$ cat config.mk
export PLATFORM = sky130hd
export DESIGN_NAME = cache_control
export DESIGN_NICKNAME = d
export VERILOG_FILES = /design/src/hdl/cache_control.sv
export VERILOG_INCLUDE_DIRS = /design/src /design/src/hdl
export SDC_FILE = /design/constraint.sdc
export NUM_CORES = 1
export LEC_CHECK = 0
export BUFFER_PORTS_ARGS = -buffer_cell sky130_fd_sc_hd__buf_2
export CAP_MARGIN = 0
export CORE_AREA = 2 2 39 41
export DETAILED_ROUTE_END_ITERATION = 6
export DIE_AREA = 0 0 41 43
export PLACE_DENSITY = 0.51
export SYNTH_ARGS = -nofsm -noshare
export SYNTH_HDL_FRONTEND = slang
export SYNTH_SLANG_ARGS = --single-unit
$ cat constraint.sdc
create_clock -name clk -period 1.9 [get_ports clk]
set_input_delay 0 -clock clk [delete_from_list [all_inputs] [get_ports clk]]
set_output_delay 0 -clock clk [all_outputs]
set_load 0.1 [all_outputs]
$ cat src/hdl/cache_macros.svh
`ifndef CACHE_MACROS_SVH
`define CACHE_MACROS_SVH

// ~~~~~~~~~~~~~~~~~~~~
// cache geometry
// ~~~~~~~~~~~~~~~~~~~~

// byte offset within a 32-byte line
`define CACHE_S_OFFSET 5

`define CACHE_S_INDEX 3    // 8 sets

`define CACHE_ADDR_W 32    // byte address

`define CACHE_WAYS 2       // two-way set associative

`endif

$ cat src/hdl/cache_control.sv
`timescale 1ns/1ps
`default_nettype none
`include "cache_macros.svh"

module cache_control
(
    input  logic clk,
    input  logic rst,
    input  logic pmem_resp,
    input  logic mem_read,
    input  logic mem_write,
    input  logic hit,
    input  logic dirty,
    output logic set_dirty,
    output logic reset_dirty,
    output logic set_valid,
    output logic load_tag,
    output logic set_lru,
    output logic load_data,
    output logic mem_resp,
    output logic pmem_read,
    output logic pmem_write
);

enum int unsigned {
    STORE,
    LOAD,
    HIT
} state, next_state;

// ~~~~~~~~~~~~~~~~~~~~
// state actions
// ~~~~~~~~~~~~~~~~~~~~

always_comb
begin : state_actions
    set_dirty = 1'b0;
    reset_dirty = 1'b0;
    set_valid = 1'b0;
    load_tag = 1'b0;
    set_lru = 1'b0;
    load_data = 1'b0;
    mem_resp = 1'b0;
    pmem_read = 1'b0;
    pmem_write = 1'b0;
    unique case (state)
        LOAD:
        begin
            pmem_read = 1'b1;           // held through the resp cycle
            load_tag = pmem_resp;
            load_data = pmem_resp;      // fill the victim way
            set_valid = pmem_resp;
        end
        STORE:
        begin
            pmem_write = 1'b1;
            reset_dirty = pmem_resp;    // victim now clean
        end
        HIT:
        begin
            mem_resp = (mem_read || mem_write) && hit;
            set_lru = (mem_read || mem_write) && hit;
            set_dirty = mem_write && hit;
            load_data = mem_write && hit;    // byte merge into hit way
        end
        default:;
    endcase
end

// ~~~~~~~~~~~~~~~~~~~~
// next state
// ~~~~~~~~~~~~~~~~~~~~

always_comb
begin : next_state_logic
    next_state = state;
    unique case (state)
        LOAD:
        begin
            if (pmem_resp)
                next_state = HIT;
        end
        STORE:
        begin
            if (pmem_resp)
                next_state = LOAD;
        end
        HIT:
        begin
            if ((mem_read || mem_write) && !hit)
                next_state = dirty ? STORE : LOAD;    // write back first if needed
        end
        default:
        begin
            next_state = HIT;
        end
    endcase
end

always_ff @(posedge clk)
begin : next_state_assignment
    if (rst)
        state <= HIT;
    else
        state <= next_state;
end

a_one_strobe: assert property (@(posedge clk) disable iff (rst) !(pmem_read && pmem_write))
    else $error("pmem_read and pmem_write high together");

a_resp_needs_req: assert property (@(posedge clk) disable iff (rst)
    mem_resp |-> (mem_read ^ mem_write))
    else $error("mem_resp without exactly one processor request");

endmodule : cache_control

`default_nettype wire

==> parameters.txt <==
Parameter                              Value

Outcome
  Status ... finished, final reports clean

Final layout
  Syn-to-layout area delta ... 54.29%
  Commonest cells after routing, fill and taps aside ... buf_2, inv_1, a21oi_1, clkbuf_4
  Register with the highest flop count ... state
  Final instance area ... about 340 um2
  Max FFs per register ... 2
  Non-filler instance count after layout ... 60
  Regs by FF count ... state (2)
  Net count reported at finish ... 56
  Antenna cells ... 0
  Share of layout cells above drive strength 1 ... 52.27%
  Most common cell after layout, fill and taps aside ... buf_2

Clocking
  Post-cts resize count ... 0
  Root buffer cell ... clkbuf_4
  CTS tree ... yes
  Total of hold buffers inserted after clock tree synthesis ... 1
  Maximum count of clock buffers along a single path ... 2
  Clock slew seen by the registers of the worst setup and hold paths ... around 0.03 ns
  Setup bufs post-CTS ... 0
  Number of levels in the clock H-tree ... 1
  Clock Sink Count ... 2
  CTS buffer count ... 3
  Clock latency of the later-clocked register in the worst-skew pair ... 0.22 ns

Die
  Number of top-level design ports ... 16
  Floorplan die area ... ~1800 um2
  Height of the chip ... around 43 um
  Core area ... between 1000 and 1500 um2
  Die outline width ... between 40 and 50 um
  Number of core rows ... 14
  Initial core utilization ... 15.82%

Route
  WL met2 ... about 250 um
  Routed length on met3 ... just under 30 um
  Wire length per cell ... a little under 9 um
  Number of search-and-repair iterations in the first detailed-routing pass ... 5
  Metal-1 WL ... between 200 and 250 um
  Iteration-0 DRC count of the detailed router ... 1
  DRC Markers ... 0
  Vias after detailed routing ... approximately 250
  Uppermost layer routed ... met3
  Routed vias/inst ... ~4.1
  ANT nets after route ... 0
  Final Routed Wirelength ... between 500 and 600 um

Timing
  Slew at the pin with the worst max-slew slack ... 0.4868 ns
  Summed negative setup slack over all endpoints ... 0 ns
  Time the worst path needs with I/O delays and setup ... between 1.5 and 2 ns
  Maximum clock frequency ... 0.6130 GHz
  Max-slew headroom ... between 60% and 70%
  Least setup slack across all paths after layout ... 0.2686 ns
  Number of slew-limit violations in the final report ... 0
  Count of endpoints failing hold in the final timing report ... 0
  Worst-case clock skew ... approximately 0.0016 ns
  Unrepaired setup endpoints after global routing ... false
  Post-route fraction of the period consumed by the critical path ... 85.87%
  Final count of negative-setup-slack endpoints ... 0

Critical path
  Required time of the critical path ... about 1.9 ns
  CP Class ... reg2out
  Element type at the critical path start ... register
  Critical path fanouts, max ... 6
  Type of destination of the critical path ... output port
  Critical Path AT ... 1.63 ns

Global route
  Total congestion overflow after global routing ... 0
  Maximum number of pins on one net before global-route repair ... 7
  Total Routing Usage GR ... 7.608%
  Global-route wire length before repair ... ~800 um
  Antenna violations before repair ... 0
  Via count of the first global-routing pass ... between 200 and 250

Yosys
  Number of library cell types mapped by synthesis ... 17
  Cell area after technology mapping ... around 220 um2
  Part of the Yosys area used for sequential elements ... between 15 and 20%
  Seq cells post-synth ... 2
  Count of yosys warnings during synthesis ... 0
  Synth Instances ... 27
  Total nets after synthesis ... 37
  Mean instance size in the synthesized netlist ... 8.110 um2

Job
  Number of max-capacitance violations reported ... 0

Placed design
  Buffers on Ports ... 15
  Post-detailed-placement cell area ... approximately 300 um2
  Placer's final routability congestion estimate ... 0.7152
  Cell count after placement ... 56
  Hpwl dp ... between 400 and 500 um
  Worst Setup Slack post-DPL ... between 0.4 and 0.5 ns

Min path
  Type of the worst min-delay path ... in2reg
-- layer usage --
metal / vias to the layer above / GRT usage [%]
li1: 128 / -
met1: 110 / 7.325
met2: 8 / 10.00
met3: 0 / 4.712
met4: 0 / 8.000
met5: - / 0
-- cells by family after synthesis --
group | after synthesis | synth area share (%)
AND/OR/NAND/NOR | 6 | 16.58
buffers and inverters | 6 | 13.71
AO/OA/AOI/OAI | 10 | 34.28
flip-flops | 2 | 18.29
adder cells (fa/ha/maj) | 3 | 17.14
-- metrics by stage --
stage | hold slack, ns | util, %
after detailed placement | 0.2356 | 22.06
final | 0.1378 | 24.41
after global placement | 0.2401 | 22.06
after global routing | 0.1585 | 24.41
after floorplan | 0.1117 | -
after CTS | 0.1296 | 24.41
-- cell type report --
class / count / area [um2]
sequential: 2 / 40.04
tap: 16 / 20.02
multi-input combinational: 19 / 155.1
inverter: 4 / 15.01
clock buffer: 3 / 22.52
fill: 156 / 1046
timing repair buffer: 16 / 85.08
-- worst max-delay path, stage by stage (launching register included) --
cell and delay [ns]:
dfxtp_1 0.31, inv_1 0.10, ha_1 0.26, and3_1 0.20
o21a_2 0.12, buf_2 0.41
-- final timing paths --
path | endpoint | cells past startpoint | startpoint | slack, ns
setup / recovery | load_data | 5 | state[0] | 0.27
hold / removal | state[0] | 4 | dirty | 0.14
setup reg to reg | state[0] | 5 | state[0] | 0.49
hold reg to reg | state[1] | 2 | state[1] | 0.53
-- Yosys cell counts --
library cell	n	share of area, %
a21oi_1	3	6.9
nand3_1	2	4.6
o21ai_0	1	2.3
o21a_1	1	3.4
and3_1	1	2.9
o21ba_1	1	4.6
inv_1	4	6.9
ha_1	3	17
o211a_1	1	4.6
dfxtp_1	2	18
a211o_2	1	4.6
and2_1	1	2.9
a221o_1	1	4.6
and2_2	1	3.4
buf_4	2	6.9
o21bai_1	1	3.4
nor2b_1	1	2.9
Power is not shown: default switching activity piles up to over one toggle a cycle in this logic, so the estimate is an artifact.
